===== src/common/rv_isa_pkg.sv =====
`default_nettype none

// RISC-V encodings that the fetch path decodes for static prediction.
package rv_isa_pkg;

    // A fetched word. A compressed instruction sits in the low 16 bits.
    typedef logic [31:0] instr_word_t;

    // Unit of the instruction memory.
    typedef logic [15:0] halfword_t;

    typedef logic [6:0] opcode_t;
    typedef logic [1:0] c_quadrant_t;
    typedef logic [2:0] c_funct3_t;

    // Major opcodes of 32-bit instructions.
    localparam opcode_t OPC_BRANCH = 7'b1100011;
    localparam opcode_t OPC_JAL    = 7'b1101111;

    // Quadrant 1 holds the compressed jumps and branches.
    localparam c_quadrant_t C_QUAD1 = 2'b01;

    // Function codes within quadrant 1.
    localparam c_funct3_t C_F3_J    = 3'b101;
    localparam c_funct3_t C_F3_BEQZ = 3'b110;
    localparam c_funct3_t C_F3_BNEZ = 3'b111;

endpackage

`default_nettype wire


===== src/common/fetch_pkg.sv =====
`default_nettype none

// Types used between the fetch controller, the memory and decode.
package fetch_pkg;

    typedef logic [31:0] pc_t;

    typedef logic [3:0] exc_code_t;

    // How the PC of a fetched item was reached.
    typedef enum logic [1:0] {
        IF_PREFETCH,
        IF_PREDICT,
        IF_MISPREDICT,
        IF_FLUSH
    } if_reason_t;

    // Instruction access fault.
    localparam exc_code_t EXC_INSTR_ACCESS = 4'd1;

    typedef struct packed {
        logic      valid;
        exc_code_t code;
        logic [31:0] tval;
    } exc_t;

    // Item handed to decode.
    typedef struct packed {
        rv_isa_pkg::instr_word_t instr_word;
        pc_t                     pc;
        if_reason_t              if_reason;
        exc_t                    exc;
    } fetched_instr_t;

    // Restart request from the back end. The valid bit is a one-cycle strobe.
    typedef struct packed {
        logic       valid;
        pc_t        pc;
        if_reason_t reason;
    } redirect_t;

    typedef struct packed {
        logic valid;
        pc_t  pc;
    } mem_req_t;

    typedef struct packed {
        logic                    valid;
        pc_t                     pc;
        rv_isa_pkg::instr_word_t instr_word;
        logic                    fault;
    } mem_resp_t;

    typedef enum logic [1:0] {
        FS_BOOT,
        FS_RUN,
        FS_FLUSH
    } fetch_state_t;

endpackage

`default_nettype wire


===== src/fetcher/branch_predictor.sv =====
`default_nettype none

// Static next-PC selection for the item currently offered to decode.
// Backward conditional branches and all direct jumps are taken.
module branch_predictor #(
    parameter int BRANCH_PRED = 1
) (
    input  rv_isa_pkg::instr_word_t i_instr,
    input  fetch_pkg::pc_t          i_pc,
    output fetch_pkg::pc_t          o_next_pc,
    output fetch_pkg::if_reason_t   o_next_reason
);
    import rv_isa_pkg::*;
    import fetch_pkg::*;

    logic is_branch;
    logic is_jal;
    logic is_c_branch;
    logic is_c_j;

    pc_t b_imm;
    pc_t j_imm;
    pc_t cb_imm;
    pc_t cj_imm;

    logic pred_taken;
    pc_t  pred_target;
    pc_t  word_pc;
    pc_t  seq_pc;

    assign is_branch = i_instr[6:0] == OPC_BRANCH;
    assign is_jal    = i_instr[6:0] == OPC_JAL;

    assign is_c_branch = (i_instr[1:0] == C_QUAD1)
                       && ((i_instr[15:13] == C_F3_BEQZ) || (i_instr[15:13] == C_F3_BNEZ));
    assign is_c_j      = (i_instr[1:0] == C_QUAD1) && (i_instr[15:13] == C_F3_J);

    // Immediates sign extended to the PC width.
    assign b_imm  = {{20{i_instr[31]}}, i_instr[7], i_instr[30:25], i_instr[11:8], 1'b0};
    assign j_imm  = {{12{i_instr[31]}}, i_instr[19:12], i_instr[20], i_instr[30:21], 1'b0};
    assign cb_imm = {{24{i_instr[12]}}, i_instr[6:5], i_instr[2], i_instr[11:10],
                     i_instr[4:3], 1'b0};
    assign cj_imm = {{21{i_instr[12]}}, i_instr[8], i_instr[10:9], i_instr[6], i_instr[7],
                     i_instr[2], i_instr[11], i_instr[5:3], 1'b0};

    always_comb begin
        pred_taken  = 1'b0;
        pred_target = seq_pc;
        if (BRANCH_PRED != 0) begin
            if (is_branch) begin
                // The sign bit of the offset decides the direction.
                pred_taken  = i_instr[31];
                pred_target = i_pc + b_imm;
            end else if (is_jal) begin
                pred_taken  = 1'b1;
                pred_target = i_pc + j_imm;
            end else if (is_c_branch) begin
                pred_taken  = i_instr[12];
                pred_target = i_pc + cb_imm;
            end else if (is_c_j) begin
                pred_taken  = 1'b1;
                pred_target = i_pc + cj_imm;
            end
        end
    end

    // One adder on the word address with bit 1 patched afterwards gives +2 or +4.
    assign word_pc = {i_pc[31:2], 2'b00} + 32'd4;

    always_comb begin
        seq_pc = word_pc;
        if (i_instr[1:0] == 2'b11) begin
            // Full-length instruction keeps its halfword offset.
            seq_pc[1] = i_pc[1];
        end else if (!i_pc[1]) begin
            seq_pc = {i_pc[31:2], 2'b10};
        end
    end

    assign o_next_pc     = pred_taken ? pred_target : seq_pc;
    assign o_next_reason = pred_taken ? IF_PREDICT : IF_PREFETCH;

endmodule

`default_nettype wire


===== config.mk =====
export PLATFORM = sky130hd
export DESIGN_NAME = branch_predictor
export DESIGN_NICKNAME = d
export VERILOG_FILES = /design/src/common/rv_isa_pkg.sv /design/src/common/fetch_pkg.sv /design/src/fetcher/branch_predictor.sv
export SDC_FILE = /design/constraint.sdc
export NUM_CORES = 1
export LEC_CHECK = 0
export ABC_AREA = 1
export BUFFER_PORTS_ARGS = -buffer_cell sky130_fd_sc_hd__buf_2
export CAP_MARGIN = 10
export CORE_UTILIZATION = 39
export DETAILED_ROUTE_END_ITERATION = 8
export GPL_TIMING_DRIVEN = 0
export SETUP_SLACK_MARGIN = 0.5
export SYNTH_ARGS = -nofsm -noshare
export SYNTH_HDL_FRONTEND = slang
export SYNTH_SLANG_ARGS = --single-unit

===== constraint.sdc =====
create_clock -name vclk -period 3.05
set_clock_uncertainty 0.05 [all_clocks]
set_input_delay 0.305 -clock vclk [all_inputs]
set_output_delay 0.305 -clock vclk [all_outputs]
set_load 0.01 [all_outputs]

==> results.ini <==
[run_status]
status=completed

[synthesis]
synthAdderAreaFrac_pct=12.6
synth.area.mux_share_pct=0.390
yosys.area_share.simple_pct=47.1
synth_area_um2=8020
syn_nets=1741
syn_inst=1598
synth_compound_area_share_pct=21.9
synth_top_family_by_area=simple AND/OR/NAND/NOR gates
synth_top_area_share_pct=23.0
yosys-top-cells-area=nand2_1 23%, ha_1 12%, inv_1 11%
ys_seq_area_share_pct=0
synth_warnings=0
yosysTopAreaCell=nand2_1
avgSynthCellArea_um2=5.02
synth-xor-area-share_pct=4.59
ys_types=55

[critical_path]
startpoint_type=input port
crit_slowest_cell=ha_4
critical_path_required_ns=2.69
cp-end-kind=output port
cp_cell_sequence=buf_6 -> ha_4 -> buf_12 -> nand2_4 -> nand2_8 -> a21oi_4 -> inv_2 -> nand2_2 -> nand2_4 -> nand2_2 -> nand2_2 -> a21o_1 -> nand2_1 -> inv_1 -> o21ai_2 -> inv_1 -> a21boi_2 -> buf_2
crit_type=input port to output port
cp_num_buf_inv=6
crit_arrival_ns=2.47
crit_fanout=5
crit_path_max_incr_delay_ns=0.26
crit_path_frequent_cell=nand2_2
critical_path.top_delay_family=compound AO/OA/AOI/OAI gates

[detailed_routing]
drc=0
met3WireLength_um=4270
num_vias=12569
drtIter0Drc=1366
drtAntennaViolNets=0
wl_per_cell_um=21.2
firstDrtPassIters=8
highest_layer=met4
met1_length_um=16900
dr_wl_met2_um=20100
wirelength_um=44200
vias_per_cell=6.03

[sta]
max_freq_mhz=354
hold_viol=0
slew_headroom_pct=46.1
tns_ns=0
min_period_ns=2.83
timing.final.crit_share_pct=92.6
worst_slew_pin_slew_ns=0.808
rsz0062_at_grt=true
setup_viol=0
setup_slack_ns=0.225
maxSlewViolCount=0

[hold_path]
hold_start=i_pc[0]
hold_class=input port to output port
hold-path-endpoint=o_next_pc[0]
hold_depth=4

[power_and_ir_drop]
power_density_nw_per_um2=199
p_int_mw=1.02
swShare_pct=60.9
total_leakage_power_nw=6.05
combPwrFrac_pct=100.0
seqPwrFrac_pct=0
ir_drop_uv=136
netSwitchingPower_mw=1.59
p_clk_share_pct=0

[final_layout]
nFillCells=1779
seq_cell_count=0
drive_gt1_share_pct=41.3
nClkBuffers=0
seq_area_um2=0
syn2layout_area_growth_pct=63.2
multiInputGateArea_um2=9760
nets=1959

[floorplanning]
die_x_um=145
core_um2=20200
rows=52
die_h_um=145
start_util_pct=39.8
die_area_um2=21100
ioPinCount=98

[place]
gp_congestion=1.00
io_buffers=97
detailed_place_hpwl_um=30900
place_ws_ns=-0.305

[grt]
grt_remaining_overflow=0
grt_pass1_wl_um=62200
grt_use_total_pct=37.5
grt_max_degree=22
grt_pass1_vias=11412
antenna_found_initial=1

[clock_tree]
postCtsHoldBufs=0

[run]
cap_violations=0

[through the flow]
step / power, mW / util (%) / instance area [um^2] / instances / hold slack (ns)
global route: 2.75 / 64.9 / 13100 / 2085 / 0.878
CTS: 2.16 / 57.3 / 11500 / 2035 / 0.852
finish: 2.61 / 64.9 / 13100 / 2085 / 0.850
floorplan: 1.07 / - / 8020 / 1598 / 0.647
global placement: 1.56 / 43.8 / 8840 / 1965 / 0.849
detailed placement: 1.57 / 43.8 / 8840 / 1965 / 0.850
[power by group through the flow]
stage	clock, mW	combinational, mW	sequential [mW]
6_report	0.000000101	2.61	0
2_1_floorplan	0	1.07	0
4_1_cts	0	2.16	0
5_1_grt	0.000000102	2.75	0
3_5_place_dp	0	1.57	0
3_3_place_gp	0	1.56	0
[cell usage in the layout, fill, tap and decap left out, types with 13 or more instances in the layout]
master   count
a21oi_1     81
a21oi_2     53
a21oi_4     13
buf_2       68
buf_4      114
buf_6       34
ha_4        63
inv_1      210
inv_2       22
nand2_1    376
nand2_2     93
nand2_4     23
nand3_1     90
nand3_2     50
nand4_1     38
nor2_1      91
nor2_2      34
nor2_4      28
o21ai_0     42
o21ai_1     33
o21ai_2     32
xnor2_1     15
xor2_1      25
[how the worst max path moves through the flow]
stage	from	to	slack [ns]	cells past startpoint
detailed placement	i_instr[12]	o_next_pc[31]	-0.30	20
finish	i_pc[4]	o_next_pc[21]	0.22	18
CTS	i_pc[1]	o_next_pc[19]	0.33	15
floorplan	i_instr[3]	o_next_pc[17]	0.56	11
global placement	i_instr[12]	o_next_pc[31]	-0.30	20
global route	i_pc[6]	o_next_pc[27]	0.13	18
[tightest hold or removal path: stages]
cell,delay [ns]
buf_2,0.09
inv_1,0.04
nor2_1,0.03
buf_2,0.12
[cells in the mapped netlist, drive strengths merged]
master and count:
nand3b 2, or2 11, nor3 24, a31oi 7
nor4 2, a21oi 147, xor2 25, a211oi 1
nor2 153, clkinv 1, a221oi 2, xnor2 17
and2 3, o211ai 5, buf 23, o32ai 1
a22oi 3, nand2 498, clkbuf 8, o21ai 118
mux2i 2, o2111ai 1, mux2 1, o21bai 10
nand3 152, fa 3, a21boi 3, o221ai 3
nand4 39, o21a 3, ha 76, conb 1
a21o 7, o22ai 6, a32oi 1, inv 239
[cell families after synthesis]
kind of cell | Yosys count
AOI/OAI and AO/OA | 318
adders and majority gates | 79
and+or+nand+nor | 884
buffers and inverters | 271
xor gates and xnor gates | 42
muxes | 3
other | 1
[layer usage]
layer / up-vias / global-route usage, %
met4: 0 / 15.1
met2: 801 / 64.3
li1: 5725 / -
met5: - / 0
met3: 256 / 4.92
met1: 5787 / 47.3
[final cells by class]
type	instances	area share [%]
Multi-Input combinational cell	1327	74.6
Buffer	31	2.30
Inverter	240	7.12
Tap cell	270	2.58
Timing Repair Buffer	216	13.3
Antenna cell	1	0.0191
[timing repair]
item,in CTS,in global routing
resized for setup,529,280
buffers inserted,68,46
cloned,2,3
setup endpoints to repair,32,33
hold endpoints to repair,0,0
pin swaps,126,128
Note: power is estimated with default switching activity, not from simulation.
