$ cat src/common/rv_isa_pkg.sv
`default_nettype none

// RISC-V encodings that the fetch path decodes for static prediction.
package rv_isa_pkg;

    // A fetched word. A compressed instruction sits in the low 16 bits.
    typedef logic [31:0] instr_word_t;

    // Unit of the instruction memory.
    typedef logic [15:0] halfword_t;

    typedef logic [6:0] opcode_t;
    typedef logic [1:0] c_quadrant_t;
    typedef logic [2:0] c_funct3_t;

    // Major opcodes of 32-bit instructions.
    localparam opcode_t OPC_BRANCH = 7'b1100011;
    localparam opcode_t OPC_JAL    = 7'b1101111;

    // Quadrant 1 holds the compressed jumps and branches.
    localparam c_quadrant_t C_QUAD1 = 2'b01;

    // Function codes within quadrant 1.
    localparam c_funct3_t C_F3_J    = 3'b101;
    localparam c_funct3_t C_F3_BEQZ = 3'b110;
    localparam c_funct3_t C_F3_BNEZ = 3'b111;

endpackage

`default_nettype wire

$ cat src/common/fetch_pkg.sv
`default_nettype none

// Types used between the fetch controller, the memory and decode.
package fetch_pkg;

    typedef logic [31:0] pc_t;

    typedef logic [3:0] exc_code_t;

    // How the PC of a fetched item was reached.
    typedef enum logic [1:0] {
        IF_PREFETCH,
        IF_PREDICT,
        IF_MISPREDICT,
        IF_FLUSH
    } if_reason_t;

    // Instruction access fault.
    localparam exc_code_t EXC_INSTR_ACCESS = 4'd1;

    typedef struct packed {
        logic      valid;
        exc_code_t code;
        logic [31:0] tval;
    } exc_t;

    // Item handed to decode.
    typedef struct packed {
        rv_isa_pkg::instr_word_t instr_word;
        pc_t                     pc;
        if_reason_t              if_reason;
        exc_t                    exc;
    } fetched_instr_t;

    // Restart request from the back end. The valid bit is a one-cycle strobe.
    typedef struct packed {
        logic       valid;
        pc_t        pc;
        if_reason_t reason;
    } redirect_t;

    typedef struct packed {
        logic valid;
        pc_t  pc;
    } mem_req_t;

    typedef struct packed {
        logic                    valid;
        pc_t                     pc;
        rv_isa_pkg::instr_word_t instr_word;
        logic                    fault;
    } mem_resp_t;

    typedef enum logic [1:0] {
        FS_BOOT,
        FS_RUN,
        FS_FLUSH
    } fetch_state_t;

endpackage

`default_nettype wire

$ cat src/fetcher/resp_buffer.sv
`default_nettype none

// One-entry skid for a memory response that decode did not take.
// The held copy wins over the live response until it is accepted.
module resp_buffer (
    input  logic                 clk,
    input  logic                 resetn,
    input  fetch_pkg::mem_resp_t i_resp,
    input  logic                 i_accept,
    input  logic                 i_flush,
    output fetch_pkg::mem_resp_t o_item
);
    import fetch_pkg::*;

    logic      held_valid;
    mem_resp_t held_data;
    logic      capture;

    // Capture only a fresh response that is neither taken nor flushed.
    assign capture = i_resp.valid && !held_valid && !i_accept && !i_flush;

    always_ff @(posedge clk or negedge resetn) begin
        if (!resetn) begin
            held_valid <= 1'b0;
        end else if (i_flush || i_accept) begin
            held_valid <= 1'b0;
        end else if (capture) begin
            held_valid <= 1'b1;
        end
    end

    always_ff @(posedge clk) begin
        if (capture) begin
            held_data <= i_resp;
        end
    end

    always_comb begin
        if (held_valid) begin
            o_item = held_data;
            o_item.valid = 1'b1;
        end else begin
            o_item = i_resp;
        end
    end

endmodule

`default_nettype wire

$ cat config.mk
export PLATFORM = sky130hd
export DESIGN_NAME = resp_buffer
export DESIGN_NICKNAME = d
export VERILOG_FILES = /design/src/common/rv_isa_pkg.sv /design/src/common/fetch_pkg.sv /design/src/fetcher/resp_buffer.sv
export SDC_FILE = /design/constraint.sdc
export NUM_CORES = 1
export LEC_CHECK = 0
export ABC_AREA = 1
export BUFFER_PORTS_ARGS = -buffer_cell sky130_fd_sc_hd__buf_2
export CORE_MARGIN = 2
export CORE_UTILIZATION = 41
export DETAILED_ROUTE_END_ITERATION = 10
export PLACE_DENSITY_LB_ADDON = 0.05
export SLEW_MARGIN = 10
export SYNTH_ARGS = -nofsm -noshare
export SYNTH_HDL_FRONTEND = slang
export SYNTH_SLANG_ARGS = --single-unit
$ cat constraint.sdc
create_clock -name clk -period 3.6 [get_ports clk]
set_input_delay 0.18 -clock clk [delete_from_list [all_inputs] [get_ports clk]]
set_output_delay 0.18 -clock clk [all_outputs]
set_load 0.02 [all_outputs]
==> results of run 1 <==
cell type report:
type                            instances  area [µm²]  share of cell area, %
Timing Repair Buffer                  140         716                   19.1
Multi-Input combinational cell        200         758                   20.3
Tap cell                               80         100                   2.67
Clock buffer                           11         131                   3.51
Clock inverter                          4        43.8                   1.17
Sequential cell                        66        1980                   52.9
Inverter                                4        15.0                  0.401
layer usage:
metal,GRT usage [%],part of all wire (%),vias up
li1,-,-,1179
met1,22.5,49,945
met2,23.3,44,86
met3,4.27,6.5,4
met4,6.82,0.88,0
met5,0,0,-
sequential cells by signal (all words and copies together) (netlist names):
register	count
held_valid	1
held_data	65
power groups by stage:
stage | clock, mW | combinational (mW) | sequential [mW]
floorplan | 0 | 0.155 | 0.891
global placement | 0 | 0.269 | 0.891
detailed placement | 0 | 0.269 | 0.891
CTS | 0.579 | 0.271 | 0.875
global route | 0.618 | 0.295 | 0.876
finish | 0.563 | 0.268 | 0.875
layout by cell type (no fill, tap or decap), drive strengths merged:
cell / netlist / layout
nand2: 197 / 197
buf: 14 / 139
edfxtp: 65 / 65
clkbuf: 0 / 11
inv: 4 / 4
nor2: 3 / 3
clkinv: 0 / 3
bufinv: 0 / 1
dfrtp: 1 / 1
dlygate4sd3: 0 / 1
stage by stage:
step / utilization, % / cells / area [µm²]
after floorplan: - / 284 / 2830
after global placement: 52.9 / 489 / 3560
after detailed placement: 52.9 / 489 / 3560
after CTS: 55.7 / 505 / 3740
after global routing: 55.7 / 505 / 3740
final: 55.7 / 505 / 3740
worst reg2reg max path, delay by kind of cell (launching register included):
kind                   cells  cell delay (ns)
AND/OR/NAND/NOR            2             0.48
buffers and inverters      2             0.52
flip-flops                 1             0.40
cells by family (layout without fill, tap and decap cells):
group         Yosys count  after routing
buf+inv                18            159
simple gates          200            200
flops                  66             66
repair_timing:
| action | in CTS | in global routing |
|---|---|---|
| hold buffers | 1 | 0 |
| hold endpoints to repair | 1 | 0 |
| buffers inserted | 0 | 0 |
final timing paths:
kind | startpoint | end | slack [ns] | cells after the start
max reg2reg | held_valid$_DFFE_PN0P_ | held_data[46]$_DFFE_PP_ | 1.84 | 4
max in group asynchronous | resetn | held_valid$_DFFE_PN0P_ | 3.31 | 2
min in group asynchronous | resetn | held_valid$_DFFE_PN0P_ | 0.20 | 2
min | i_resp[56] | held_data[56]$_DFFE_PP_ | 0.04 | 1
max | held_valid$_DFFE_PN0P_ | o_item[33] | 1.73 | 5
min reg2reg | held_valid$_DFFE_PN0P_ | held_data[14]$_DFFE_PP_ | 0.78 | 3
==> flow_summary.ini, run 1 <==
[status]
status = finished clean

[floorplan]
design.die.area_um2 = 7570
design.portCount = 136
die_y_um = 87.0
floorplan.initialDensity_pct = 42.0
core-area_um2 = 6720
fp.dieW_um = 87.0
core.rowCount = 30

[timing]
final_critical_path_setup_slack_ns = 1.73
worstMarginPinSlew_ns = 0.657
setup_repair_after_global_routing_missed_its_margin = no
fin_crit_sh_pct = 51.9
fin_worst_hold_slack_ns = 0.0440
final-hold-violation-count = 0
clock-skew-final_ns = 0.00524
relative_slew_margins_pct = 56.2
fmax_ghz = 0.535
finalSetupTns_ns = 0
report.final.setup_viol = 0
number_of_pins_with_negative_max_slew_slack_in_the_final_report = 0
period_needed_ns = 1.87

[worst_setup_path]
worst-path-max-fanout = 65
worst_path_max_delay_cell = buf_4
worstPathRequired_ns = 3.42
path_common_cell = nand2_1
worstSetupEndpointType = primary output
crit_buf_inv = 3
classification_of_the_worst_setup_path = register to primary output
crit_path_max_incr_delay_ns = 0.53
arrival_ns = 1.69
worstSetupStartpointType = register
critical_path.top_delay_family = buffers and inverters
cp_cell_sequence = inv_2 > buf_4 > nand2_1 > nand2_1 > buf_2

[synth]
synth.ff_latch_count = 66
synth_warnings = 0
library_cell_with_the_highest_instance_count_after_synthesis = nand2_1
postSynth.asyncResetShare_pct = 1.52
ys_top_cells_by_count = nand2_1 (197), edfxtp_1 (65), buf_2 (9)
ys_dominant_reg_cell = edfxtp_1
postSynthNetCount = 354
synth_compound_gate_area_share_pct = 0
yosysTopAreaCell = edfxtp_1
synthesized_area_fraction_occupied_by_xor_and_xnor_cells_pct = 0
post_synth_fa_ha_maj_area_fraction_pct = 0
synth_top_family_by_area = simple AND/OR/NAND/NOR gates
synthesis.area_um2 = 2830
synth_top_cell_area_share_pct = 69.1
yosys-top-cells-area = edfxtp_1 (69%), nand2_1 (26%), buf_2 (1.6%)
synth_mux_area_share_pct = 0
synthCells = 284
netlist-cell-type-count = 8
synth-edff-count = 65
yosys.area_share.simple_pct = 26.6
yosysSeqAreaShare_pct = 70.0
postSynthAreaPerCell_um2 = 9.95

[drt]
num_vias = 2214
drt_wl_total_um = 6160
antenna_violating_nets_post_route = 0
drc_errors = 0
vias_per_cell = 4.38
detail_route.iter0.violations = 133
routed_wire_length_per_instance_um = 12.2
count_of_tritonroute_iterations_in_the_first_routing_pass = 4

[pwr]
combPwrFrac_pct = 15.7
power_frac_seq_pct = 51.3
powerDensity_nw_per_um2 = 456
ir_worst_vdd_mv = 0.247
internal_power_mw = 1.27
netSwitchingFraction_pct = 25.3
cell_leakage_power_nw = 1.85
overall_power_mw = 1.71
net-switching-power_uw = 432
power.clock.fraction_pct = 33.0

[placement]
preCtsSetupSlack_ns = 1.81
gp_congestion = 0.764
place.detailed.hpwl_um = 4030
numPortBuffers = 135

[clocking]
cts_buffers = 9
cts_buffer_depth = 2
postCtsResizedCells = 0
cts_sinks = 66
cts_tree = yes
clock_tree.htree_level_count = 3
cts.root.buffer_cell = clkbuf_8
worst_skew_pair.late_latency_ns = 0.32
worst_setup_hold_path_clk_slew_ns = 0.07

[min_path]
holdCritPathClass = input pin to register

[global_route]
grt.total_usage_pct = 16.0
vias_in_the_first_global_route = 1920
globalRoute.totalOverflow = 0
grt_pass1_wl_um = 9270
pin_count_of_the_biggest_net_entering_global_routing = 67
grt_antenna_before_repair = 0

[layout]
syn2layout_area_growth_pct = 32.5
design.final.nets = 491
layout-drive-gt1-share_pct = 36.2
n_antenna_cell = 0
fillCellCount = 609

[job]
maxCapViolCount = 0
Power figures use the tool's default switching activity.
==> inputs of run 2 (changes only) <==
clock period = 1.55 ns   (was 3.6 ns; I/O delays follow)
==> run 2 against run 1 <==
Global-route usage increased by 3.5 points. Final area increased by 19%. Register-to-register slack got worse by 1.6 ns. Largest power group unchanged.
==> flow_summary.ini, run 2 (synthesis results as in run 1) <==
[status]
status = finished clean

[pwr]
powerDensity_nw_per_um2 = 889
ir_worst_vdd_mv = 0.661
cell_leakage_power_nw = 2.14

[floorplan]
design.portCount = 136
fp.dieW_um = 87.0
core.rowCount = 30
floorplan.initialDensity_pct = 42.0
design.die.area_um2 = 7570
die_y_um = 87.0
core-area_um2 = 6720

[clocking]
cts_tree = yes
worst_skew_pair.late_latency_ns = 0.32
cts_buffer_depth = 2
cts_buffers = 9
cts.root.buffer_cell = clkbuf_8
cts_sinks = 66
worst_setup_hold_path_clk_slew_ns = 0.07
post-cts-setup-buffer-count = 0
clock_tree.htree_level_count = 3

[layout]
n_antenna_cell = 0
largest_reg_flops = 65
post-route-cell-area_um2 = 4460
max_flop_register = held_data
design.final.nets = 559
mostFrequentLayoutCells = nand2_1 (196), buf_2 (135), dlygate4sd3_1 (66), edfxtp_1 (65), clkbuf_8 (9)
syn2layout_area_growth_pct = 57.9
utilization_pct = 66.4
layout-drive-gt1-share_pct = 32.0
fin_cells = 573
largestRegisters = held_data x65, held_valid x1
layout.cells.most_common = nand2_1

[timing]
worstMarginPinSlew_ns = 0.273
clock-skew-final_ns = 0.00709
period_needed_ns = 1.44
relative_slew_margins_pct = 81.8
final-hold-violation-count = 0
fmax_ghz = 0.693
fin_crit_sh_pct = 93.0
number_of_pins_with_negative_max_slew_slack_in_the_final_report = 0
setup_repair_after_global_routing_missed_its_margin = no
report.final.setup_viol = 0
fin_worst_hold_slack_ns = 0.0627

[global_route]
grt_pass1_wl_um = 11300
grt_antenna_before_repair = 0
vias_in_the_first_global_route = 2453
grt.total_usage_pct = 19.5
globalRoute.totalOverflow = 0
pin_count_of_the_biggest_net_entering_global_routing = 46

[drt]
antenna_violating_nets_post_route = 0
drt_wl_total_um = 7350
count_of_tritonroute_iterations_in_the_first_routing_pass = 5
num_vias = 2583
vias_per_cell = 4.51
detail_route.iter0.violations = 97
routed_wire_length_per_instance_um = 12.8
drc_errors = 0

[worst_setup_path]
path_common_cell = nand2_1
worstPathRequired_ns = 1.47
worst_path_max_delay_cell = dfrtp_2
crit_buf_inv = 3
arrival_ns = 1.36
worstSetupEndpointType = primary output
cp_cell_sequence = inv_4 > buf_8 > nand2_1 > nand2_1 > buf_2
r2r_setup_slack_ns = 0.25
worst-path-max-fanout = 18
critical_path.top_delay_family = buffers and inverters
worstSetupStartpointType = register
crit_path_max_incr_delay_ns = 0.44
classification_of_the_worst_setup_path = register to primary output

[placement]
place.detailed.hpwl_um = 4360
numPortBuffers = 135
dp_cells = 492
place_area_um2 = 3610
gp_congestion = 0.752

[job]
maxCapViolCount = 0

[min_path]
holdCritPathClass = input pin to register
## run 2: cell types whose count changed in the layout (fill, tap and decap cells not counted), moves of 3 or more
cell / change
buf_12: +3
buf_4: -3
buf_8: +3
dlygate4sd3_1: +65
## run 2: metal layers
metal,vias up,track usage [%],wire length (µm)
met2,103,31.6,3440
met3,15,3.79,425
met5,-,0,0
met4,0,9.52,143
met1,1147,25.1,3340
li1,1318,-,-
## run 2: worst paths after layout
path                                                 to                   start  depth (start not counted)
worst max-delay path                         o_item[18]  held_valid$_DFFE_PN0P_                          5
worst min-delay path             held_valid$_DFFE_PN0P_              i_resp[65]                          3
worst max register to register  held_data[23]$_DFFE_PP_  held_valid$_DFFE_PN0P_                          4
worst min register to register   held_valid$_DFFE_PN0P_  held_valid$_DFFE_PN0P_                          3
max in group asynchronous        held_valid$_DFFE_PN0P_                  resetn                          2
min in group asynchronous        held_valid$_DFFE_PN0P_                  resetn                          2
## run 2: area by class of cell
| class | instances | area [µm²] |
|---|---|---|
| fillers | 543 | 2260 |
| clock inverters | 5 | 22.5 |
| inverters | 4 | 17.5 |
| repair buffers | 208 | 1450 |
| clock buffers | 10 | 128 |
| multi-input cells | 200 | 766 |
| well taps | 80 | 100 |
| flip-flops and latches | 66 | 1980 |
## run 2: worst register-to-register path, cell delays in order, from the launching register on
cell and delay (ns):
dfrtp_2 0.44, inv_4 0.11, nand2_4 0.06, nor2_4 0.14, buf_12 0.23
## run 2: power breakdown
part           switching, mW  internal, mW  total [mW]  leakage (nW)
Combinational          0.444         0.339       0.784          1.46
Clock                  0.599         0.552        1.15        0.0808
Sequential            0.0130          2.02        2.03         0.607
## run 2: repair_timing
item / CTS / global route
endpoints found under the setup margin: 44 / 41
resized for setup: 3 / 8
endpoints found under the hold margin: 66 / 0
hold buffers: 66 / 0
## run 2: per-stage QoR
step | power (mW) | setup WS (ns) | setup TNS [ns]
after global routing | 4.14 | 0.00740 | 0
after detailed placement | 2.71 | 0.295 | 0
after global placement | 2.71 | 0.315 | 0
after CTS | 4.00 | 0.00959 | 0
final | 3.97 | 0.108 | 0
after floorplan | 2.44 | -0.432 | -28.07
