$ cat config.mk
export PLATFORM = sky130hd
export DESIGN_NAME = fetch_ctrl
export DESIGN_NICKNAME = d
export VERILOG_FILES = /design/src/common/rv_isa_pkg.sv /design/src/common/fetch_pkg.sv /design/src/fetcher/fetch_ctrl.sv
export SDC_FILE = /design/constraint.sdc
export NUM_CORES = 1
export LEC_CHECK = 0
export ABC_AREA = 1
export ABC_CLOCK_PERIOD_IN_PS = 1800
export BUFFER_PORTS_ARGS = -buffer_cell sky130_fd_sc_hd__buf_4
export CORE_MARGIN = 5
export CORE_UTILIZATION = 43
export CTS_CLUSTER_SIZE = 10
export DETAILED_ROUTE_END_ITERATION = 6
export GPL_TIMING_DRIVEN = 1
export PLACE_DENSITY_LB_ADDON = 0.1
export SLEW_MARGIN = 30
export SYNTH_ARGS = -nofsm -noshare
export SYNTH_HDL_FRONTEND = slang
export SYNTH_SLANG_ARGS = --single-unit
$ cat constraint.sdc
create_clock -name clk -period 1.8 [get_ports clk]
set_clock_uncertainty 0.05 [all_clocks]
set_input_delay 0.18 -clock clk [delete_from_list [all_inputs] [get_ports clk]]
set_output_delay 0.18 -clock clk [all_outputs]
set_load 0.02 [all_outputs]
$ cat src/common/rv_isa_pkg.sv
`default_nettype none

// RISC-V encodings that the fetch path decodes for static prediction.
package rv_isa_pkg;

    // A fetched word. A compressed instruction sits in the low 16 bits.
    typedef logic [31:0] instr_word_t;

    // Unit of the instruction memory.
    typedef logic [15:0] halfword_t;

    typedef logic [6:0] opcode_t;
    typedef logic [1:0] c_quadrant_t;
    typedef logic [2:0] c_funct3_t;

    // Major opcodes of 32-bit instructions.
    localparam opcode_t OPC_BRANCH = 7'b1100011;
    localparam opcode_t OPC_JAL    = 7'b1101111;

    // Quadrant 1 holds the compressed jumps and branches.
    localparam c_quadrant_t C_QUAD1 = 2'b01;

    // Function codes within quadrant 1.
    localparam c_funct3_t C_F3_J    = 3'b101;
    localparam c_funct3_t C_F3_BEQZ = 3'b110;
    localparam c_funct3_t C_F3_BNEZ = 3'b111;

endpackage

`default_nettype wire

$ cat src/common/fetch_pkg.sv
`default_nettype none

// Types used between the fetch controller, the memory and decode.
package fetch_pkg;

    typedef logic [31:0] pc_t;

    typedef logic [3:0] exc_code_t;

    // How the PC of a fetched item was reached.
    typedef enum logic [1:0] {
        IF_PREFETCH,
        IF_PREDICT,
        IF_MISPREDICT,
        IF_FLUSH
    } if_reason_t;

    // Instruction access fault.
    localparam exc_code_t EXC_INSTR_ACCESS = 4'd1;

    typedef struct packed {
        logic      valid;
        exc_code_t code;
        logic [31:0] tval;
    } exc_t;

    // Item handed to decode.
    typedef struct packed {
        rv_isa_pkg::instr_word_t instr_word;
        pc_t                     pc;
        if_reason_t              if_reason;
        exc_t                    exc;
    } fetched_instr_t;

    // Restart request from the back end. The valid bit is a one-cycle strobe.
    typedef struct packed {
        logic       valid;
        pc_t        pc;
        if_reason_t reason;
    } redirect_t;

    typedef struct packed {
        logic valid;
        pc_t  pc;
    } mem_req_t;

    typedef struct packed {
        logic                    valid;
        pc_t                     pc;
        rv_isa_pkg::instr_word_t instr_word;
        logic                    fault;
    } mem_resp_t;

    typedef enum logic [1:0] {
        FS_BOOT,
        FS_RUN,
        FS_FLUSH
    } fetch_state_t;

endpackage

`default_nettype wire

$ cat src/fetcher/fetch_ctrl.sv
`default_nettype none

// Decides when the memory is asked for a word and which PC is asked for.
// Only one request is ever in flight.
module fetch_ctrl (
    input  logic                  clk,
    input  logic                  resetn,
    input  fetch_pkg::redirect_t  i_redirect,
    input  logic                  i_ready,
    input  logic                  i_resp_valid,
    input  fetch_pkg::pc_t        i_pred_pc,
    input  fetch_pkg::if_reason_t i_pred_reason,
    output fetch_pkg::mem_req_t   o_mem_req,
    output fetch_pkg::if_reason_t o_req_reason,
    output logic                  o_accept,
    output logic                  o_flush,
    output logic                  o_out_valid
);
    import fetch_pkg::*;

    fetch_state_t state_q;
    fetch_state_t state_d;
    redirect_t    redir_q;
    if_reason_t   req_reason_q;

    logic issue_redirect;
    logic issue_predict;

    // An item is live only in FS_RUN, and never in the cycle a redirect arrives.
    // A response that lands while flushing belongs to the old path.
    assign o_out_valid = i_resp_valid && (state_q == FS_RUN) && !i_redirect.valid;
    assign o_accept    = o_out_valid && i_ready;
    assign o_flush     = i_redirect.valid || (state_q == FS_FLUSH);

    // The pending redirect goes out one cycle after it was registered.
    // A newer redirect in the same cycle takes over and delays it by a cycle.
    assign issue_redirect = (state_q != FS_RUN) && redir_q.valid && !i_redirect.valid;

    // Each accepted item releases the request for its successor.
    assign issue_predict = o_accept;

    always_comb begin
        o_mem_req.valid = issue_redirect || issue_predict;
        if (issue_redirect) begin
            // Instructions are halfword aligned.
            o_mem_req.pc = {redir_q.pc[31:1], 1'b0};
        end else begin
            o_mem_req.pc = i_pred_pc;
        end
    end

    always_comb begin
        state_d = state_q;
        unique case (state_q)
            FS_BOOT, FS_FLUSH: begin
                if (issue_redirect) begin
                    state_d = FS_RUN;
                end
            end
            FS_RUN: begin
                state_d = FS_RUN;
            end
            default: begin
                state_d = FS_BOOT;
            end
        endcase
        if (i_redirect.valid) begin
            state_d = FS_FLUSH;
        end
    end

    always_ff @(posedge clk or negedge resetn) begin
        if (!resetn) begin
            state_q <= FS_BOOT;
            // Boot behaves like a flush to the reset vector.
            redir_q <= '{valid: 1'b1, pc: '0, reason: IF_FLUSH};
            req_reason_q <= IF_FLUSH;
        end else begin
            state_q <= state_d;

            if (i_redirect.valid) begin
                redir_q <= i_redirect;
            end else if (issue_redirect) begin
                redir_q.valid <= 1'b0;
            end

            // The reason follows the request so it lines up with its response.
            if (issue_redirect) begin
                req_reason_q <= redir_q.reason;
            end else if (issue_predict) begin
                req_reason_q <= i_pred_reason;
            end
        end
    end

    assign o_req_reason = req_reason_q;

endmodule

`default_nettype wire

==> impl_metrics.json, run 1 <==
{
  "result_of_the_run": "finished, final reports clean",
  "io_buffer_count": 109,
  "most-common-layout-cells": "buf_4, nand2_1, inv_1",
  "drt.antenna.violating_nets": 0,
  "worstMarginPinSlew_ns": 0.474,
  "die_area_mm2": 0.00587,
  "vias": 1913,
  "timing.critical_path.cells": "inv_2, nor2_8, nand2_8, buf_16, nand2_1, o21ai_2, buf_4",
  "setup.reg_to_reg.worst_slack_ns": 0.51,
  "cap_viol_max_count": 0,
  "post-route-cell-area_mm2": 0.00304,
  "power_density_mw_per_mm2": 799,
  "timing.setup.critical_path_class": "reg2out",
  "vias_per_cell": 4.67,
  "r2r-start": "redir_q[34]",
  "overflow_left_after_global_routing": 0,
  "synthesis.area_mm2": 0.00191,
  "nets_in_the_synthesized_netlist": 320,
  "die-width_um": 76.6,
  "row_count": 24,
  "cts-root-to-sink-buffers": 2,
  "ant_diodes": 0,
  "synthToLayoutAreaGrowth_pct": 59.3,
  "dpl.cell_count": 397,
  "drive_above_1_share_pct": 43.6,
  "whs_ns": 0.0530,
  "worst_setup_path_start_kind": "flop",
  "cts_max_level": 2,
  "totalWireLength_um": 5110,
  "final_non_filler_cells": 410,
  "mostFrequentLayoutCell": "buf_4",
  "clk_slew_on_worst_s_h_paths_ns": 0.08,
  "core-area_mm2": 0.00432,
  "ff_latch_area_um2": 957,
  "timing.rr.end": "o_req_reason[0]",
  "synth_area_per_cell_um2": 7.73,
  "grt_pass1_vias": 1795,
  "place_hpwl_um": 3480,
  "grt_setup_unrepaired": "true",
  "grt_start_max_net_pins": 43,
  "power.ir.vdd_worst_mv": 0.579,
  "max_freq_mhz": 558,
  "netlist-cell-type-count": 18,
  "synth_cells": 247,
  "global_route.usage.total_pct": 15.7,
  "cp_max_fo": 14,
  "floorplan.io_pins": 111,
  "drv_slew": 0,
  "timing.critical_path.buf_inv": 3,
  "detailed_place.area_mm2": 0.00275,
  "postLayoutSetupSlackWorst_ns": 0.00637,
  "critPathCaptureType": "output pin",
  "drt-initial-drc-count": 58,
  "clk_root_buffer_cell": "clkbuf_8",
  "antenna_found_initial": 0,
  "worst_path_max_delay_cell": "dfstp_2",
  "dp_worst_setup_slack_ns": 0.218,
  "layout_min_cycle_time_ns": 1.79,
  "worstPathRequired_ns": 1.57,
  "clk-insertion-delay-late_ns": 0.28,
  "timing.hold.worst_path_depth": 3,
  "critical-path-top-delay-family": "flip-flops",
  "drt_first_pass_iters": 4,
  "cts_tree": "yes",
  "grt_first_pass_wirelength_um": 7710,
  "setup_tns_ns": 0,
  "yosys_warnings": 0,
  "ys_seq_elements": 38,
  "maxSlewHeadroom_pct": 68.4,
  "route.detailed.drc": 0,
  "wire_per_inst_um": 12.5,
  "hold_path_startpoint": "i_redirect[25]",
  "post_route_fraction_of_the_period_consumed_by_the_critical_path_pct": 99.6,
  "fraction_of_the_yosys_area_taken_by_sequential_cells_pct": 50.2,
  "holdCritPathClass": "in2reg",
  "multiInputGateArea_um2": 790,
  "cpPeakStageDelay_ns": 0.54,
  "rr_worst_depth": 7,
  "gp_congestion": 0.754,
  "report.final.setup_viol": 0,
  "num-fill-cells": 362,
  "clock_sinks": 38,
  "power.leakage_nw": 1.65,
  "cp_data_arrival_time_ns": 1.56,
  "nNetsFinal": 430,
  "die_h_um": 76.6,
  "hold_path_end": "redir_q[25]",
  "initial_core_util_pct": 44.1,
  "cts-buffers-inserted": 5,
  "report.final.hold_viol_count": 0
}
[metal layers]
layer / part of all wire (%) / track usage [%] / wire (µm)
met1: 40 / 16.9 / 2070
met2: 51 / 28.1 / 2600
met3: 8.1 / 6.26 / 416
met4: 0.49 / 4.72 / 25
met5: 0 / 0 / 0
[per-stage QoR]
step / total power, mW / utilization [%]
after global placement: 1.63 / 63.5
after floorplan: 1.33 / -
after global routing: 2.55 / 70.3
after CTS: 2.41 / 68.1
after detailed placement: 1.64 / 63.5
final: 2.43 / 70.3
[report_power, final]
part           total (mW)  internal, mW  switching, mW
logic               0.721         0.338          0.384
clock network       0.734         0.452          0.282
registers           0.973         0.946         0.0273
total                2.43          1.74          0.693
[sequential cells by signal, summed over array words and instances (netlist names)]
| signal | count |
|---|---|
| o_req_reason | 2 |
| redir_q | 34 |
| state_q | 2 |
[how the worst max path moves through the flow]
stage / end / slack (ns) / start / cells past startpoint
finish: o_mem_req[23] / 0.006 / redir_q[34] / 7
global route: o_mem_req[21] / -0.07 / redir_q[34] / 7
CTS: o_mem_req[7] / -0.02 / redir_q[34] / 6
detailed placement: o_mem_req[30] / 0.22 / redir_q[34] / 7
global placement: o_mem_req[30] / 0.23 / redir_q[34] / 7
floorplan: o_mem_req[30] / 0.15 / redir_q[34] / 5
[worst min-delay path: stages]
cell,delay [ns]
buf_4,0.08
nand2_1,0.04
o21ai_0,0.05
[synth_stat cells (all sizes together)]
cell,number,area (µm²)
a21oi,2,10.0
nor3,1,5.00
inv,38,143
nor2,4,31.3
o21ai,63,319
buf,10,81.3
dfrtp,33,826
clkbuf,5,18.8
nand2,80,310
dfstp,5,131
a21boi,1,7.51
nand3,5,25.0
[cell families after synthesis]
family | Yosys count | share of synthesized area (%)
and+or+nand+nor | 90 | 19.5
buffers and inverters | 53 | 12.7
AOI/OAI and AO/OA | 66 | 17.6
DFF | 38 | 50.2
[final cells by class]
type | count | share of cell area, %
Timing Repair Buffer | 118 | 31.9
Sequential cell | 38 | 31.5
Multi-Input combinational cell | 156 | 26.0
Inverter | 38 | 4.69
Clock buffer | 7 | 2.84
Tap cell | 52 | 2.14
Clock inverter | 1 | 0.988
[what timing repair did]
action | in CTS | in global routing
hold buffers | 1 | 0
pin swaps | 1 | 1
resized for setup | 9 | 22
hold endpoints to repair | 33 | 0
setup buffers | 2 | 0
cloned | 1 | 1
endpoints found under the setup margin | 29 | 32
No activity file was read; power rests on OpenSTA's default activity.
==> run 2, diff against run 1 <==
CORE_MARGIN = default   (was 5)
==> impl_metrics.json, run 2 (synthesized netlist as in run 1, its figures left out) <==
{
  "result_of_the_run": "finished, final reports clean",
  "worst_setup_path_start_kind": "flop",
  "gp_congestion": 0.785,
  "cts-root-to-sink-buffers": 2,
  "drt-initial-drc-count": 47,
  "wire_per_inst_um": 11.5,
  "worstPathRequired_ns": 1.57,
  "total_switching_power_uw": 674,
  "drv_slew": 0,
  "power.leakage_nw": 1.63,
  "cap_viol_max_count": 0,
  "grt_setup_unrepaired": "true",
  "holdCritPathClass": "in2reg",
  "clock_sinks": 38,
  "clk_root_buffer_cell": "clkbuf_8",
  "detailed_place.area_mm2": 0.00271,
  "power_frac_clock_pct": 24.3,
  "worstMarginPinSlew_ns": 0.474,
  "layout_min_cycle_time_ns": 1.77,
  "die_h_um": 68.6,
  "report.final.setup_viol": 0,
  "cts_max_level": 2,
  "vias": 1903,
  "die-width_um": 68.6,
  "num-fill-cells": 364,
  "grt_first_pass_wirelength_um": 6290,
  "switching_share_pct": 30.3,
  "final_core_utilization_pct": 72.5,
  "grt_pass1_vias": 1551,
  "report.final.hold_viol_count": 0,
  "nNetsFinal": 429,
  "sequentialPowerShare_pct": 43.8,
  "internal_power_mw": 1.55,
  "drive_above_1_share_pct": 42.9,
  "maxSlewHeadroom_pct": 68.4,
  "drt.antenna.violating_nets": 0,
  "mostFrequentLayoutCell": "buf_4",
  "floorplan.io_pins": 111,
  "global_route.usage.total_pct": 18.2,
  "post-route-cell-area_mm2": 0.00298,
  "drt_first_pass_iters": 4,
  "setup_tns_ns": 0,
  "power_frac_comb_pct": 32.0,
  "clk-insertion-delay-late_ns": 0.28,
  "largest_register_by_flop_count": "redir_q",
  "dp_worst_setup_slack_ns": 0.232,
  "route.detailed.drc": 0,
  "core-area_mm2": 0.00412,
  "cp_max_fo": 31,
  "cts_tree": "yes",
  "power_density_mw_per_mm2": 746,
  "row_count": 23,
  "vias_per_cell": 4.68,
  "max_freq_mhz": 566,
  "power.ir.vdd_worst_mv": 0.534,
  "cts-buffers-inserted": 5,
  "largest_reg_flops": 34,
  "io_buffer_count": 109,
  "multiInputGateArea_um2": 796,
  "synthToLayoutAreaGrowth_pct": 56.4,
  "most-common-layout-cells": "buf_4, nand2_1, inv_1",
  "overflow_left_after_global_routing": 0,
  "timing.setup.critical_path_class": "reg2out",
  "clk_slew_on_worst_s_h_paths_ns": 0.07,
  "post_route_fraction_of_the_period_consumed_by_the_critical_path_pct": 98.2,
  "ant_diodes": 0,
  "cp_data_arrival_time_ns": 1.54,
  "ff_latch_area_um2": 957,
  "initial_core_util_pct": 46.4,
  "place_hpwl_um": 3140,
  "antenna_found_initial": 0,
  "postLayoutSetupSlackWorst_ns": 0.0319,
  "totalWireLength_um": 4670,
  "critPathCaptureType": "output pin",
  "grt_start_max_net_pins": 43,
  "die_area_mm2": 0.00471
}
[run 2: worst max-delay path, cell delays in order, from the launching register on]
cell	delay (ns)
dfstp_2	0.54
inv_2	0.06
nor2_8	0.12
nand2_8	0.09
buf_12	0.17
nand2_1	0.08
o21ai_2	0.05
buf_4	0.15
[run 2: path summary, 6_finish.rpt]
path                                 from               to  slack (ns)  depth (start not counted)
min                        i_redirect[23]      redir_q[23]        0.06                          3
min reg2reg                    redir_q[0]       redir_q[0]        0.42                          2
max                           redir_q[34]     o_mem_req[1]        0.03                          7
min in group asynchronous          resetn       redir_q[9]        0.36                          2
max reg2reg                   redir_q[34]  o_req_reason[1]        0.50                          7
max in group asynchronous          resetn      redir_q[34]        0.98                          2
[run 2: cell type report]
| class | instances | share of cell area (%) |
|---|---|---|
| Inverter | 38 | 4.78 |
| Clock buffer | 8 | 2.68 |
| Tap cell | 50 | 2.10 |
| Sequential cell | 38 | 32.1 |
| Multi-Input combinational cell | 156 | 26.7 |
| Timing Repair Buffer | 117 | 31.7 |
[run 2: power groups by stage]
stage	Clock (mW)	Sequential [mW]	Combinational (mW)
global route	0.586	0.981	0.780
CTS	0.560	0.974	0.651
finish	0.540	0.975	0.712
detailed placement	0	0.990	0.635
floorplan	0	0.996	0.333
global placement	0	0.986	0.622
[run 2: through the flow]
stage / hold slack (ns) / power, mW / cells
2_1_floorplan: -0.166 / 1.33 / 247
6_report: 0.0552 / 2.23 / 407
3_3_place_gp: 0.121 / 1.61 / 394
4_1_cts: 0.0484 / 2.19 / 403
3_5_place_dp: 0.127 / 1.62 / 394
5_1_grt: 0.0513 / 2.35 / 407
[run 2: layer usage]
layer	part of all wire, %	global-route usage, %	vias to the layer above	wire length, µm
met1	41	20.5	846	1910
met3	8.3	5.59	4	389
met4	0.79	7.55	0	37
met2	50	31.6	70	2330
li1	-	-	983	-
met5	0	0	-	0
[run 2: what timing repair did]
item | CTS | global route
gates resized for setup | 8 | 29
hold buffers | 1 | 0
cloned | 0 | 2
endpoints found under the setup margin | 32 | 31
endpoints found under the hold margin | 33 | 0
buffers inserted | 0 | 2
==> run 3, diff against run 2 <==
CORE_ASPECT_RATIO = 0.75   (was default)
==> impl_metrics.json, run 3 (synthesized netlist as in run 1, its figures left out) <==
{
  "worstMarginPinSlew_ns": 0.471,
  "grt_first_pass_wirelength_um": 6730,
  "total_switching_power_uw": 661,
  "grt.busiest_layer": "met2",
  "ant_diodes": 0,
  "power.ir.vdd_worst_mv": 0.527,
  "report.final.setup_viol": 0,
  "largest_register_by_flop_count": "redir_q",
  "core-area_mm2": 0.00415,
  "timing.setup.critical_path_class": "reg2out",
  "most-common-layout-cells": "buf_4, nand2_1, inv_1",
  "cts-buffers-inserted": 5,
  "drt_first_pass_iters": 4,
  "vias_per_cell": 4.54,
  "cp_max_fo": 38,
  "worst_setup_path_start_kind": "flop",
  "row_count": 20,
  "cts-root-to-sink-buffers": 2,
  "cap_viol_max_count": 0,
  "post-route-cell-area_mm2": 0.00287,
  "drive_above_1_share_pct": 37.7,
  "io_buffer_count": 109,
  "die_h_um": 59.7,
  "internal_power_mw": 1.56,
  "maxSlewHeadroom_pct": 68.6,
  "power_density_mw_per_mm2": 773,
  "switching_share_pct": 29.8,
  "largest_reg_flops": 34,
  "cts_tree": "yes",
  "power_frac_comb_pct": 29.4,
  "gp_congestion": 0.730,
  "overflow_left_after_global_routing": 0,
  "postLayoutSetupSlackWorst_ns": 0.0205,
  "initial_core_util_pct": 45.9,
  "gr-usage-met1_pct": 23.5,
  "die_area_mm2": 0.00471,
  "drt-initial-drc-count": 58,
  "floorplan.io_pins": 111,
  "timing.rr.end": "o_req_reason[1]",
  "detailed_place.area_mm2": 0.00274,
  "critPathCaptureType": "output pin",
  "whs_ns": 0.0483,
  "totalWireLength_um": 4290,
  "route.detailed.drc": 0,
  "drv_slew": 0,
  "max_freq_mhz": 562,
  "synthToLayoutAreaGrowth_pct": 50.2,
  "dpl.cell_count": 400,
  "global_route.usage.met3_pct": 7.18,
  "critPathLaunch": "redir_q[34]",
  "clk_root_buffer_cell": "clkbuf_8",
  "global_route.usage.total_pct": 18.8,
  "power.leakage_nw": 1.58,
  "sequentialPowerShare_pct": 43.9,
  "wire_per_inst_um": 10.5,
  "layout_min_cycle_time_ns": 1.78,
  "clock_sinks": 38,
  "clk-insertion-delay-late_ns": 0.28,
  "rr_worst_depth": 7,
  "drt.antenna.violating_nets": 0,
  "r2r-start": "redir_q[34]",
  "worstPathRequired_ns": 1.57,
  "power_frac_clock_pct": 26.8,
  "post_route_fraction_of_the_period_consumed_by_the_critical_path_pct": 98.9,
  "vias": 1863,
  "cp_data_arrival_time_ns": 1.55,
  "clk_slew_on_worst_s_h_paths_ns": 0.07,
  "nNetsFinal": 427,
  "report.final.hold_viol_count": 0,
  "setup.reg_to_reg.worst_slack_ns": 0.50,
  "grt.met2_usage_pct": 30.4,
  "grt_start_max_net_pins": 41,
  "critPathCapture": "o_mem_req[23]",
  "result_of_the_run": "finished, final reports clean",
  "mostFrequentLayoutCell": "buf_4",
  "place_hpwl_um": 3170,
  "antenna_found_initial": 0,
  "final_core_utilization_pct": 69.0,
  "holdCritPathClass": "in2reg",
  "cts_max_level": 2,
  "die-width_um": 78.9,
  "grt_setup_unrepaired": "true",
  "final_non_filler_cells": 410,
  "grt_pass1_vias": 1584,
  "dp_worst_setup_slack_ns": 0.236
}
## run 3: cell types whose count changed in the layout (fill, tap and decap cells not counted), sizes merged
cell,previous run,this run
buf,115,114
clkbuf,9,7
clkinv,0,1
## run 3: critical path: stages, from the launching register on
cell     delay [ns]
dfstp_2        0.54
inv_2          0.06
nor2_8         0.11
nand2_4        0.07
buf_12         0.17
nand2_1        0.09
o21ai_2        0.06
buf_4          0.15
## run 3: power groups by stage
stage | Combinational [mW] | Sequential [mW] | Clock [mW]
final | 0.651 | 0.972 | 0.593
after global routing | 0.718 | 0.979 | 0.655
after CTS | 0.656 | 0.973 | 0.614
after detailed placement | 0.645 | 0.988 | 0
after global placement | 0.634 | 0.986 | 0
after floorplan | 0.333 | 0.996 | 0
## run 3: worst min-delay path by stage
| stage | from | end | slack (ns) | cells after the start |
|---|---|---|---|---|
| 2_1_floorplan | resetn | redir_q[10] | -0.17 | 0 |
| 6_report | i_redirect[23] | redir_q[23] | 0.05 | 3 |
| 3_3_place_gp | resetn | redir_q[27] | 0.12 | 1 |
| 3_5_place_dp | resetn | redir_q[27] | 0.12 | 1 |
| 4_1_cts | i_redirect[32] | redir_q[32] | 0.04 | 3 |
| 5_1_grt | i_redirect[9] | redir_q[9] | 0.03 | 3 |
## run 3: cell type report
| cell class | instances | area, µm² |
|---|---|---|
| timing repair buffer | 115 | 886 |
| clock inverter | 1 | 5.00 |
| inverter | 38 | 143 |
| clock buffer | 7 | 86.3 |
| tap | 55 | 68.8 |
| multi-input combinational | 156 | 719 |
| fill | 381 | 1290 |
| sequential | 38 | 957 |
## run 3: what timing repair did
item	4_1_cts	5_1_grt
hold buffers	1	0
hold endpoints to repair	33	0
buffers inserted	1	0
resized for setup	5	2
pin swaps	1	0
endpoints found under the setup margin	21	32
## run 3: stage by stage
stage | power (mW) | TNS [ns]
4_1_cts | 2.24 | 0
6_report | 2.22 | 0
5_1_grt | 2.35 | -1.15
3_5_place_dp | 1.63 | 0
3_3_place_gp | 1.62 | 0
2_1_floorplan | 1.33 | 0
## run 3: per-layer routing
metal | up-vias | wire (µm)
li1 | 976 | -
met1 | 819 | 1860
met2 | 63 | 2020
met3 | 5 | 380
met4 | 0 | 40
met5 | - | 0
